## config.mk

```make
export PLATFORM = sky130hd
export DESIGN_NAME = c_instruction_expander
export DESIGN_NICKNAME = d
export VERILOG_FILES = /design/src/rvc_pkg.sv /design/src/rv32i_pkg.sv /design/src/c_expand_if.sv /design/src/c_instruction_expander.sv /design/src/c_expand_stage.sv /design/src/c_expand_q2.sv /design/src/c_expand_q1.sv /design/src/c_expand_q0.sv
export SDC_FILE = /design/constraint.sdc
export NUM_CORES = 1
export LEC_CHECK = 0
export BUFFER_PORTS_ARGS = -buffer_cell sky130_fd_sc_hd__buf_2
export CORE_MARGIN = 2
export CORE_UTILIZATION = 59
export CTS_CLUSTER_SIZE = 10
export DETAILED_ROUTE_END_ITERATION = 7
export PLACE_DENSITY = 0.93
export RECOVER_POWER = 50
export SYNTH_ARGS = -nofsm -noshare
export SYNTH_HDL_FRONTEND = slang
export SYNTH_SLANG_ARGS = --single-unit
```

## constraint.sdc

```tcl
create_clock -name clk_i -period 2.59 [get_ports clk_i]
set_clock_uncertainty 0.15 [all_clocks]
set_input_delay 0.259 -clock clk_i [delete_from_list [all_inputs] [get_ports clk_i]]
set_output_delay 0.259 -clock clk_i [all_outputs]
set_load 0.005 [all_outputs]
```

## src/rvc_pkg.sv

```systemverilog
package rvc_pkg;

    // quadrant field, bits 1:0 of every instruction
    localparam logic [1:0] QUAD_0    = 2'b00;
    localparam logic [1:0] QUAD_1    = 2'b01;
    localparam logic [1:0] QUAD_2    = 2'b10;
    localparam logic [1:0] QUAD_FULL = 2'b11;  // not compressed

    // quadrant 0 funct3
    localparam logic [2:0] C0_ADDI4SPN = 3'b000;
    localparam logic [2:0] C0_LW       = 3'b010;
    localparam logic [2:0] C0_SW       = 3'b110;

    // quadrant 1 funct3
    localparam logic [2:0] C1_ADDI  = 3'b000;
    localparam logic [2:0] C1_JAL   = 3'b001;
    localparam logic [2:0] C1_LI    = 3'b010;
    localparam logic [2:0] C1_LUI   = 3'b011;  // shared with c.addi16sp
    localparam logic [2:0] C1_ARITH = 3'b100;
    localparam logic [2:0] C1_J     = 3'b101;
    localparam logic [2:0] C1_BEQZ  = 3'b110;
    localparam logic [2:0] C1_BNEZ  = 3'b111;

    // quadrant 2 funct3
    localparam logic [2:0] C2_SLLI  = 3'b000;
    localparam logic [2:0] C2_LWSP  = 3'b010;
    localparam logic [2:0] C2_JR_MV = 3'b100;  // jr/mv/ebreak/jalr/add group
    localparam logic [2:0] C2_SWSP  = 3'b110;

    // quadrant 1 arithmetic sub-op, bits 11:10
    localparam logic [1:0] SUB_SRLI = 2'b00;
    localparam logic [1:0] SUB_SRAI = 2'b01;
    localparam logic [1:0] SUB_ANDI = 2'b10;
    localparam logic [1:0] SUB_REG  = 2'b11;

    // register-register funct2, bits 6:5
    localparam logic [1:0] F2_SUB = 2'b00;
    localparam logic [1:0] F2_XOR = 2'b01;
    localparam logic [1:0] F2_OR  = 2'b10;
    localparam logic [1:0] F2_AND = 2'b11;

    // x8..x15 prefix for 3-bit register fields
    localparam logic [1:0] PRIME_BASE = 2'b01;

    typedef union packed {
        struct packed {
            logic [2:0] funct3;
            logic       b12;
            logic [4:0] rd_rs1;
            logic [4:0] rs2;
            logic [1:0] quad;
        } full;
        struct packed {
            logic [2:0] funct3;
            logic       b12;
            logic [1:0] sub_op;
            logic [2:0] rs1_p;   // rd'/rs1'
            logic [1:0] funct2;
            logic [2:0] rs2_p;   // rs2'/rd'
            logic [1:0] quad;
        } prime;
    } rvc_inst_t;

endpackage

```

## src/rv32i_pkg.sv

```systemverilog
package rv32i_pkg;

    typedef logic [31:0] xlen_inst_t;
    typedef logic [4:0]  reg_idx_t;

    // major opcodes
    localparam logic [6:0] OPC_OP_IMM = 7'b0010011;
    localparam logic [6:0] OPC_OP     = 7'b0110011;
    localparam logic [6:0] OPC_LOAD   = 7'b0000011;
    localparam logic [6:0] OPC_STORE  = 7'b0100011;
    localparam logic [6:0] OPC_LUI    = 7'b0110111;
    localparam logic [6:0] OPC_JAL    = 7'b1101111;
    localparam logic [6:0] OPC_JALR   = 7'b1100111;
    localparam logic [6:0] OPC_BRANCH = 7'b1100011;

    // funct3 values
    localparam logic [2:0] F3_ADD = 3'b000;  // also jalr
    localparam logic [2:0] F3_SLL = 3'b001;
    localparam logic [2:0] F3_SR  = 3'b101;  // srli and srai
    localparam logic [2:0] F3_XOR = 3'b100;
    localparam logic [2:0] F3_OR  = 3'b110;
    localparam logic [2:0] F3_AND = 3'b111;
    localparam logic [2:0] F3_W   = 3'b010;  // word load/store
    localparam logic [2:0] F3_BEQ = 3'b000;
    localparam logic [2:0] F3_BNE = 3'b001;

    // bit 30 set, selects sub and srai
    localparam logic [6:0] F7_ALT = 7'b0100000;

    localparam reg_idx_t REG_ZERO = 5'd0;
    localparam reg_idx_t REG_RA   = 5'd1;
    localparam reg_idx_t REG_SP   = 5'd2;

    localparam xlen_inst_t INST_NOP    = 32'h0000_0013;  // addi x0, x0, 0
    localparam xlen_inst_t INST_EBREAK = 32'h0010_0073;

endpackage
```

## src/c_expand_if.sv

```systemverilog
`timescale 1ns/1ps

interface c_expand_if;
    import rv32i_pkg::*;
    import rvc_pkg::*;

    rvc_inst_t  cinst;    // low half of the incoming word
    xlen_inst_t q0_word;
    xlen_inst_t q1_word;
    xlen_inst_t q2_word;

    modport sel (
        output cinst,
        input  q0_word, q1_word, q2_word
    );

    modport q0 (input cinst, output q0_word);
    modport q1 (input cinst, output q1_word);
    modport q2 (input cinst, output q2_word);

endinterface

```

## src/c_instruction_expander.sv

```systemverilog
`timescale 1ns/1ps

module c_instruction_expander (
    input  logic        clk_i,
    input  logic        rst_n_i,
    input  logic        valid_i,
    input  logic [31:0] inst_i,
    output logic        valid_o,
    output logic [31:0] inst_o
);

    c_expand_if u_if ();

    c_expand_stage u_stage (
        .clk_i   (clk_i),
        .rst_n_i (rst_n_i),
        .valid_i (valid_i),
        .inst_i  (inst_i),
        .valid_o (valid_o),
        .inst_o  (inst_o),
        .ifc     (u_if.sel)
    );

    // one combinational expander per quadrant
    c_expand_q0 u_q0 (.ifc(u_if.q0));
    c_expand_q1 u_q1 (.ifc(u_if.q1));
    c_expand_q2 u_q2 (.ifc(u_if.q2));

endmodule

```

## src/c_expand_stage.sv

```systemverilog
`timescale 1ns/1ps

module c_expand_stage (
    input  logic                  clk_i,
    input  logic                  rst_n_i,
    input  logic                  valid_i,
    input  rv32i_pkg::xlen_inst_t inst_i,
    output logic                  valid_o,
    output rv32i_pkg::xlen_inst_t inst_o,
    c_expand_if.sel               ifc
);
    import rv32i_pkg::*;
    import rvc_pkg::*;

    xlen_inst_t inst_nxt;

    assign ifc.cinst = inst_i[15:0];  // expanders only see the low half

    always_comb begin
        case (ifc.cinst.full.quad)
            QUAD_0:    inst_nxt = ifc.q0_word;
            QUAD_1:    inst_nxt = ifc.q1_word;
            QUAD_2:    inst_nxt = ifc.q2_word;
            QUAD_FULL: inst_nxt = inst_i;  // already 32-bit
        endcase
    end

    always_ff @(posedge clk_i or negedge rst_n_i) begin
        if (!rst_n_i) begin
            valid_o <= 1'b0;
            inst_o  <= '0;
        end else begin
            valid_o <= valid_i;
            if (valid_i) begin
                inst_o <= inst_nxt;  // hold between beats
            end
        end
    end

    // quadrant 0 only yields addi, lw or sw
    a_q0_opcode: assert property (
        @(posedge clk_i) disable iff (!rst_n_i)
        (valid_i && (ifc.cinst.full.quad == QUAD_0))
            |-> ((ifc.q0_word[6:0] == OPC_OP_IMM) || (ifc.q0_word[6:0] == OPC_LOAD)
                 || (ifc.q0_word[6:0] == OPC_STORE))
    );

    // every expander must produce a full-length encoding
    a_full_length_out: assert property (
        @(posedge clk_i) disable iff (!rst_n_i)
        valid_o |-> (inst_o[1:0] == QUAD_FULL)
    );

endmodule

```

## src/c_expand_q2.sv

```systemverilog
`timescale 1ns/1ps

module c_expand_q2 (
    c_expand_if.q2 ifc
);
    import rv32i_pkg::*;
    import rvc_pkg::*;

    logic [15:0] cw;
    reg_idx_t    rd;        // rd/rs1
    reg_idx_t    rs2;
    logic [11:0] lwsp_imm;  // uimm[5] bit 12, uimm[4:2|7:6] bits 6:2
    logic [11:0] swsp_imm;  // uimm[5:2|7:6] bits 12:7

    assign cw  = ifc.cinst;
    assign rd  = ifc.cinst.full.rd_rs1;
    assign rs2 = ifc.cinst.full.rs2;

    assign lwsp_imm = {4'b0, cw[3:2], cw[12], cw[6:4], 2'b00};
    assign swsp_imm = {4'b0, cw[8:7], cw[12:9], 2'b00};

    always_comb begin
        case (ifc.cinst.full.funct3)
            C2_SLLI: ifc.q2_word = {7'b0, rs2, rd, F3_SLL, rd, OPC_OP_IMM};
            C2_LWSP: ifc.q2_word = {lwsp_imm, REG_SP, F3_W, rd, OPC_LOAD};
            C2_SWSP: begin
                ifc.q2_word = {swsp_imm[11:5], rs2, REG_SP, F3_W, swsp_imm[4:0], OPC_STORE};
            end
            C2_JR_MV: begin
                if (!ifc.cinst.full.b12) begin
                    if (rs2 == REG_ZERO) begin
                        ifc.q2_word = {12'b0, rd, F3_ADD, REG_ZERO, OPC_JALR};  // c.jr
                    end else begin
                        ifc.q2_word = {7'b0, rs2, REG_ZERO, F3_ADD, rd, OPC_OP};  // c.mv
                    end
                end else if (rs2 != REG_ZERO) begin
                    ifc.q2_word = {7'b0, rs2, rd, F3_ADD, rd, OPC_OP};  // c.add
                end else if (rd == REG_ZERO) begin
                    ifc.q2_word = INST_EBREAK;
                end else begin
                    // c.jalr links through ra
                    ifc.q2_word = {12'b0, rd, F3_ADD, REG_RA, OPC_JALR};
                end
            end
            default: begin
                ifc.q2_word = INST_NOP;
            end
        endcase
    end

endmodule

```

## src/c_expand_q1.sv

```systemverilog
`timescale 1ns/1ps

module c_expand_q1 (
    c_expand_if.q1 ifc
);
    import rv32i_pkg::*;
    import rvc_pkg::*;

    logic [15:0] cw;
    reg_idx_t    rd;      // full rd/rs1 field
    reg_idx_t    rd_p;    // rd'/rs1' of arith and branch forms
    reg_idx_t    rs2_p;
    logic [11:0] imm6;    // sign-extended imm[5:0]
    logic [11:0] sp_imm;  // c.addi16sp nzimm
    logic [11:0] j_off;   // c.j / c.jal offset
    logic [8:0]  b_off;   // c.beqz / c.bnez offset

    assign cw    = ifc.cinst;
    assign rd    = ifc.cinst.full.rd_rs1;
    assign rd_p  = {PRIME_BASE, ifc.cinst.prime.rs1_p};
    assign rs2_p = {PRIME_BASE, ifc.cinst.prime.rs2_p};

    assign imm6   = {{7{cw[12]}}, cw[6:2]};
    assign sp_imm = {{3{cw[12]}}, cw[4:3], cw[5], cw[2], cw[6], 4'b0000};

    // offset[11|4|9:8|10|6|7|3:1|5]
    assign j_off = {cw[12], cw[8], cw[10:9], cw[6], cw[7], cw[2], cw[11], cw[5:3], 1'b0};
    // offset[8|4:3] and [7:6|2:1|5]
    assign b_off = {cw[12], cw[6:5], cw[2], cw[11:10], cw[4:3], 1'b0};

    always_comb begin
        ifc.q1_word = INST_NOP;
        case (ifc.cinst.full.funct3)
            C1_ADDI: ifc.q1_word = {imm6, rd, F3_ADD, rd, OPC_OP_IMM};
            C1_LI:   ifc.q1_word = {imm6, REG_ZERO, F3_ADD, rd, OPC_OP_IMM};
            C1_JAL: begin
                ifc.q1_word = {j_off[11], j_off[10:1], j_off[11], {8{j_off[11]}},
                               REG_RA, OPC_JAL};
            end
            C1_J: begin
                ifc.q1_word = {j_off[11], j_off[10:1], j_off[11], {8{j_off[11]}},
                               REG_ZERO, OPC_JAL};
            end
            C1_LUI: begin
                if (rd == REG_SP) begin  // c.addi16sp
                    ifc.q1_word = {sp_imm, REG_SP, F3_ADD, REG_SP, OPC_OP_IMM};
                end else begin
                    ifc.q1_word = {{15{cw[12]}}, cw[6:2], rd, OPC_LUI};
                end
            end
            C1_ARITH: begin
                // shamt[5] (bit 12) is ignored on rv32
                case (ifc.cinst.prime.sub_op)
                    SUB_SRLI: ifc.q1_word = {7'b0, cw[6:2], rd_p, F3_SR, rd_p, OPC_OP_IMM};
                    SUB_SRAI: ifc.q1_word = {F7_ALT, cw[6:2], rd_p, F3_SR, rd_p, OPC_OP_IMM};
                    SUB_ANDI: ifc.q1_word = {imm6, rd_p, F3_AND, rd_p, OPC_OP_IMM};
                    SUB_REG: begin
                        // bit 12 set is subw/addw space, not rv32
                        if (!ifc.cinst.prime.b12) begin
                            case (ifc.cinst.prime.funct2)
                                F2_SUB: ifc.q1_word = {F7_ALT, rs2_p, rd_p, F3_ADD, rd_p, OPC_OP};
                                F2_XOR: ifc.q1_word = {7'b0, rs2_p, rd_p, F3_XOR, rd_p, OPC_OP};
                                F2_OR:  ifc.q1_word = {7'b0, rs2_p, rd_p, F3_OR, rd_p, OPC_OP};
                                F2_AND: ifc.q1_word = {7'b0, rs2_p, rd_p, F3_AND, rd_p, OPC_OP};
                            endcase
                        end
                    end
                endcase
            end
            C1_BEQZ: begin
                ifc.q1_word = {b_off[8], {2{b_off[8]}}, b_off[8:5], REG_ZERO, rd_p,
                               F3_BEQ, b_off[4:1], b_off[8], OPC_BRANCH};
            end
            C1_BNEZ: begin
                ifc.q1_word = {b_off[8], {2{b_off[8]}}, b_off[8:5], REG_ZERO, rd_p,
                               F3_BNE, b_off[4:1], b_off[8], OPC_BRANCH};
            end
        endcase
    end

endmodule

```

## src/c_expand_q0.sv

```systemverilog
`timescale 1ns/1ps

module c_expand_q0 (
    c_expand_if.q0 ifc
);
    import rv32i_pkg::*;
    import rvc_pkg::*;

    logic [15:0] cw;      // raw bits for immediate scatter
    reg_idx_t    rd_p;    // rd' of c.lw / addi4spn, rs2' of c.sw
    reg_idx_t    rs1_p;
    logic [11:0] spn_imm;
    logic [11:0] ls_imm;  // c.lw / c.sw word offset

    assign cw    = ifc.cinst;
    assign rd_p  = {PRIME_BASE, ifc.cinst.prime.rs2_p};
    assign rs1_p = {PRIME_BASE, ifc.cinst.prime.rs1_p};

    // nzuimm[5:4|9:6|2|3] in bits 12:5
    assign spn_imm = {2'b00, cw[10:7], cw[12:11], cw[5], cw[6], 2'b00};
    assign ls_imm  = {5'b0, cw[5], cw[12:10], cw[6], 2'b00};

    always_comb begin
        case (ifc.cinst.prime.funct3)
            C0_ADDI4SPN: begin
                ifc.q0_word = {spn_imm, REG_SP, F3_ADD, rd_p, OPC_OP_IMM};
            end
            C0_LW: begin
                ifc.q0_word = {ls_imm, rs1_p, F3_W, rd_p, OPC_LOAD};
            end
            C0_SW: begin
                // s-type split of the same offset
                ifc.q0_word = {ls_imm[11:5], rd_p, rs1_p, F3_W, ls_imm[4:0], OPC_STORE};
            end
            default: begin
                ifc.q0_word = INST_NOP;
            end
        endcase
    end

endmodule

```

==> impl_metrics.env, run 1 <==
export IMPL_setup_violations=0
export IMPL_clockRootBuffer="clkbuf_8"
export IMPL_place_congestion=1.09
export IMPL_pin_count=68
export IMPL_hp_class="primary input to flop"
export IMPL_wl_per_cell_um=23.0
export IMPL_fill_cells=457
export IMPL_cts_max_path_buffers=2
export IMPL_maxCapViolations=0
export IMPL_die_w_um=74.9
export IMPL_power_density_nw_per_um2=459
export IMPL_cp_end_kind="flop"
export IMPL_ys_warn_count=0
export IMPL_fin_crit_ps=2280
export IMPL_vias=3929
export IMPL_ant_nets=0
export IMPL_crit_type="primary input to flop"
export IMPL_cp_cell_sequence="buf_2 -> nor2_1 -> a2111oi_0 -> a311oi_1 -> o32ai_2"
export IMPL_row_count=25
export IMPL_crit_family="compound AO/OA/AOI/OAI gates"
export IMPL_cp_start_kind="primary input"
export IMPL_avgSynthCellArea_um2=7.21
export IMPL_crit_buf_inv=1
export IMPL_slew_viol_final=0
export IMPL_clkTransAtPathRegs_ps=70
export IMPL_grt_pass1_vias=3460
export IMPL_final_nets=497
export IMPL_cts_repair_resized=0
export IMPL_drtPass1Iterations=7
export IMPL_critPathMaxStageDelay_ps=910
export IMPL_ys_flop_type="dfrtp_1"
export IMPL_grt_max_degree=35
export IMPL_synth_seq_cells=32
export IMPL_outcome="completed"
export IMPL_diodes=0
export IMPL_coreArea_um2=4790
export IMPL_rsz0062_at_grt="no"
export IMPL_synthTopCellsByArea="dfrtp_1, nand2_1, o21ai_0, a21oi_1, nor2_1"
export IMPL_grt_first_pass_wirelength_um=18600
export IMPL_initial_core_util_pct=62.0
export IMPL_post_place_ws_ps=310
export IMPL_drc=0
export IMPL_report_final_hold_viol_count=0
export IMPL_numCtsBuffers=5
export IMPL_antenna_found_initial=0
export IMPL_synthCells=412
export IMPL_die_area_um2=5620
export IMPL_peakVddDrop_mv=0.283
export IMPL_synth_edf_count=0
export IMPL_path_max_fanout=31
export IMPL_cpMaxStageDelayCell="a2111oi_0"
export IMPL_max_freq_mhz=439
export IMPL_synth_fp_nets=447
export IMPL_drt_wl_total_um=12200
export IMPL_placement_io_buffers=67
export IMPL_async_flop_share_pct=100
export IMPL_worst_slack_ps=310
export IMPL_grt_overflow=0
export IMPL_period_share_pct=88.0
export IMPL_drt_vias_per_instance=7.41
export IMPL_clock_latency_ps=290
export IMPL_track_usage_pct=44.5
export IMPL_ff_latch_area_um2=801
export IMPL_p_leak_uw=0.00138
export IMPL_syn_to_final_growth_pct=15.1
export IMPL_yosys_area_top_type="dfrtp_1"
export IMPL_drive_gt1_share_pct=16.8
export IMPL_synth_top_cell_area_share_pct=27.0
export IMPL_tns_ps=0
export IMPL_max_slew_margin_pct=10.4
export IMPL_crit_required_ps=2630
export IMPL_die_h_um=74.9
export IMPL_final_cell_mix="nand2_1, buf_2, o21ai_0"
export IMPL_htree_levels=2
export IMPL_yosysSeqAreaShare_pct=27.0
export IMPL_final_common_cell="nand2_1"
export IMPL_numClockSinks=32
export IMPL_synth_area_um2=2970
export IMPL_synth_cell_types=65
export IMPL_drt_iter0_markers=878
export IMPL_cp_arrival_ps=2320
export IMPL_cts_tree="done"
export IMPL_multi_input_area_um2=1950
export IMPL_hpwlAfterDp_um=8490
export IMPL_tightestPinTransition_ps=1340
-- cell usage after synthesis (all sizes together), types with 3 or more instances --
cell	instances
nor4	5
inv	6
o311ai	6
nand3	13
a211oi	7
a211o	4
nand2b	10
dfrtp	32
a21oi	31
o22ai	3
clkbuf	23
clkinv	3
and3	6
o21ai	46
nor2b	9
or2	4
o211ai	8
a22oi	4
o2bb2ai	3
buf	19
o31ai	6
a21boi	3
and2	4
nor3	7
a31oi	16
o31a	3
a221oi	3
nand2	55
nor2	34
a21o	6
-- cells by family after synthesis --
family                 Yosys count  share of synthesized area, %
AOI/OAI and AO/OA              168                          38.1
buffers and inverters           51                          7.25
DFF                             32                          27.0
muxes                            2                         0.674
and+or+nand+nor                159                          27.0
-- cell type report --
cell class,instances,area share [%]
multi-input cells,329,57.1
repair buffers,85,12.8
inverters,9,0.988
well taps,67,2.45
clock buffers,6,2.12
clock inverters,2,1.02
flip-flops and latches,32,23.4
-- flip-flops by register name, indices dropped and copies added (netlist names) --
signal and flops:
u_stage.inst_o 31, u_stage.valid_o 1
-- what timing repair did --
action                    CTS  global route
buffers inserted            0             0
hold buffers                1             0
hold endpoints to repair   32             0
-- per-layer routing --
layer	wire length, µm	vias to the layer above	GRT usage [%]
met1	4320	1706	59.8
li1	-	1644	-
met4	930	0	26.4
met5	0	-	0
met3	2070	120	11.9
met2	4850	459	63.7
-- path summary, 6_finish.rpt --
check,slack (ps),start,cells past startpoint,end
worst max-delay path,310,inst_i[14],5,u_stage.inst_o[15]
worst min-delay path,60,valid_i,1,u_stage.valid_o
worst max register to register,1340,u_stage.inst_o[18],3,u_stage.inst_o[18]
worst min register to register,340,u_stage.inst_o[31],1,u_stage.inst_o[31]
max in group asynchronous,1280,rst_n_i,2,u_stage.inst_o[27]
min in group asynchronous,460,rst_n_i,2,u_stage.inst_o[10]
-- power by group --
group	leakage, µW	switching, µW	internal (µW)	total, µW
sequential	0.000387	29.8	553	582
combinational	0.000936	324	172	496
clock	0.0000552	207	286	493
-- per-stage QoR --
stage,std cells,hold WS (ps),util (%),area (µm²),total power [µW]
3_3_place_gp,521,210,69.7,3330,1060
5_1_grt,530,56.6,71.4,3420,1620
4_1_cts,530,5.54,72.1,3450,1550
6_report,530,64.4,71.4,3420,1570
2_1_floorplan,412,-187,-,2970,866
3_5_place_dp,521,225,69.7,3330,1070
(Power assumes the default switching activity.)
==> inputs of run 2 (changes only) <==
==> constraint.sdc (replaced) <==
create_clock -name clk_i -period 2.59 [get_ports clk_i]
set_clock_uncertainty 0.15 [all_clocks]
set_input_delay 0.259 -clock clk_i [delete_from_list [all_inputs] [get_ports clk_i]]
set_output_delay 0.259 -clock clk_i [all_outputs]
set_load 0.02 [all_outputs]
==> impl_metrics.env, run 2 (same netlist as run 1, synthesis figures left out) <==
export IMPL_max_freq_mhz=428
export IMPL_die_w_um=74.9
export IMPL_p_leak_uw=0.00135
export IMPL_clkTransAtPathRegs_ps=70
export IMPL_setup_violations=0
export IMPL_power_density_nw_per_um2=478
export IMPL_cts_tree="done"
export IMPL_top_register="u_stage.inst_o"
export IMPL_placement_io_buffers=67
export IMPL_hold_buffers=1
export IMPL_endpoint="u_stage.inst_o[28]"
export IMPL_crit_start="valid_i"
export IMPL_period_share_pct=90.3
export IMPL_final_nets=497
export IMPL_max_slew_margin_pct=11.6
export IMPL_syn_to_final_growth_pct=14.7
export IMPL_worst_hold_slack_ps=69.4
export IMPL_tns_ps=0
export IMPL_drtPass1Iterations=8
export IMPL_r2r_end="u_stage.inst_o[18]"
export IMPL_crit_type="primary input to flop"
export IMPL_clock_latency_ps=290
export IMPL_path_max_fanout=34
export IMPL_drt_iter0_markers=778
export IMPL_initial_core_util_pct=62.0
export IMPL_die_h_um=74.9
export IMPL_crit_required_ps=2610
export IMPL_reg2reg_from="u_stage.inst_o[18]"
export IMPL_cp_end_kind="flop"
export IMPL_diodes=0
export IMPL_maxCapViolations=0
export IMPL_drc=0
export IMPL_final_common_cell="nand2_1"
export IMPL_pin_count=68
export IMPL_rsz0062_at_grt="no"
export IMPL_final_core_util_pct=71.2
export IMPL_grt_overflow=0
export IMPL_min_from="inst_i[30]"
export IMPL_drt_wl_total_um=12200
export IMPL_report_final_hold_viol_count=0
export IMPL_clockRootBuffer="clkbuf_8"
export IMPL_place_congestion=1.09
export IMPL_cp_arrival_ps=2360
export IMPL_antenna_found_initial=0
export IMPL_peakVddDrop_mv=0.284
export IMPL_drive_gt1_share_pct=14.7
export IMPL_tightestPinTransition_ps=1330
export IMPL_hpwlAfterDp_um=8490
export IMPL_track_usage_pct=44.5
export IMPL_cts_repair_resized=0
export IMPL_hp_class="primary input to flop"
export IMPL_cts_setup_buffers=0
export IMPL_final_cell_mix="nand2_1, clkbuf_1, o21ai_0"
export IMPL_coreArea_um2=4790
export IMPL_reg_largest_list="u_stage.inst_o (31), u_stage.valid_o (1)"
export IMPL_slew_viol_final=0
export IMPL_hold_depth=3
export IMPL_largest_register_ffs=31
export IMPL_drt_vias_per_instance=7.27
export IMPL_htree_levels=2
export IMPL_cts_max_path_buffers=2
export IMPL_grt_pass1_vias=3460
export IMPL_wl_per_cell_um=22.9
export IMPL_die_area_um2=5620
export IMPL_outcome="completed"
export IMPL_grt_first_pass_wirelength_um=18600
export IMPL_numClockSinks=32
export IMPL_vias=3852
export IMPL_ant_nets=0
export IMPL_row_count=25
export IMPL_cp_start_kind="primary input"
export IMPL_grt_max_degree=35
export IMPL_reg2reg_slack_ps=1320
export IMPL_ff2ff_path_depth=3
export IMPL_numCtsBuffers=5
export IMPL_fin_crit_ps=2340
[run 2: cell types whose count changed in the layout (fill, tap and decap cells not counted)]
cell / before / now
buf_2: 42 / 32
clkbuf_1: 26 / 36
[run 2: how the worst min path moves through the flow]
stage,endpoint
6_report,u_stage.inst_o[30]
5_1_grt,u_stage.valid_o
4_1_cts,u_stage.valid_o
3_5_place_dp,u_stage.inst_o[24]
3_3_place_gp,u_stage.inst_o[24]
2_1_floorplan,u_stage.inst_o[10]
[run 2: per-layer routing]
metal	share of wire, %	wire length [µm]	up-vias	global-route usage, %
li1	-	-	1628	-
met4	6.6	805	0	26.4
met2	41	5020	437	63.7
met5	0	0	-	0
met3	17	2010	97	11.9
met1	36	4320	1690	59.8
[run 2: layout make-up]
class / instances / area [µm²]
inverter: 9 / 33.8
clock inverter: 2 / 35.0
timing repair buffer: 85 / 427
tap: 67 / 83.8
fill: 462 / 1380
clock buffer: 6 / 72.6
multi-input combinational: 329 / 1950
sequential: 32 / 801
[run 2: critical path: stages]
cell	delay, ps
clkbuf_1	250
clkbuf_1	1010
nand3_1	330
nor4_1	410
nor2_1	90
[run 2: stage by stage]
stage | worst slack [ps] | instances | power (µW) | instance area [µm²]
final | 251 | 530 | 1630 | 3410
after floorplan | 862 | 412 | 928 | 2970
after CTS | 599 | 530 | 1620 | 3450
after global placement | 251 | 521 | 1120 | 3330
after global routing | 195 | 530 | 1680 | 3410
after detailed placement | 310 | 521 | 1130 | 3330
[run 2: report_power, final]
| part | internal, µW | switching, µW |
|---|---|---|
| clock network | 286 | 207 |
| registers | 553 | 30.1 |
| logic | 167 | 385 |
| total | 1010 | 623 |
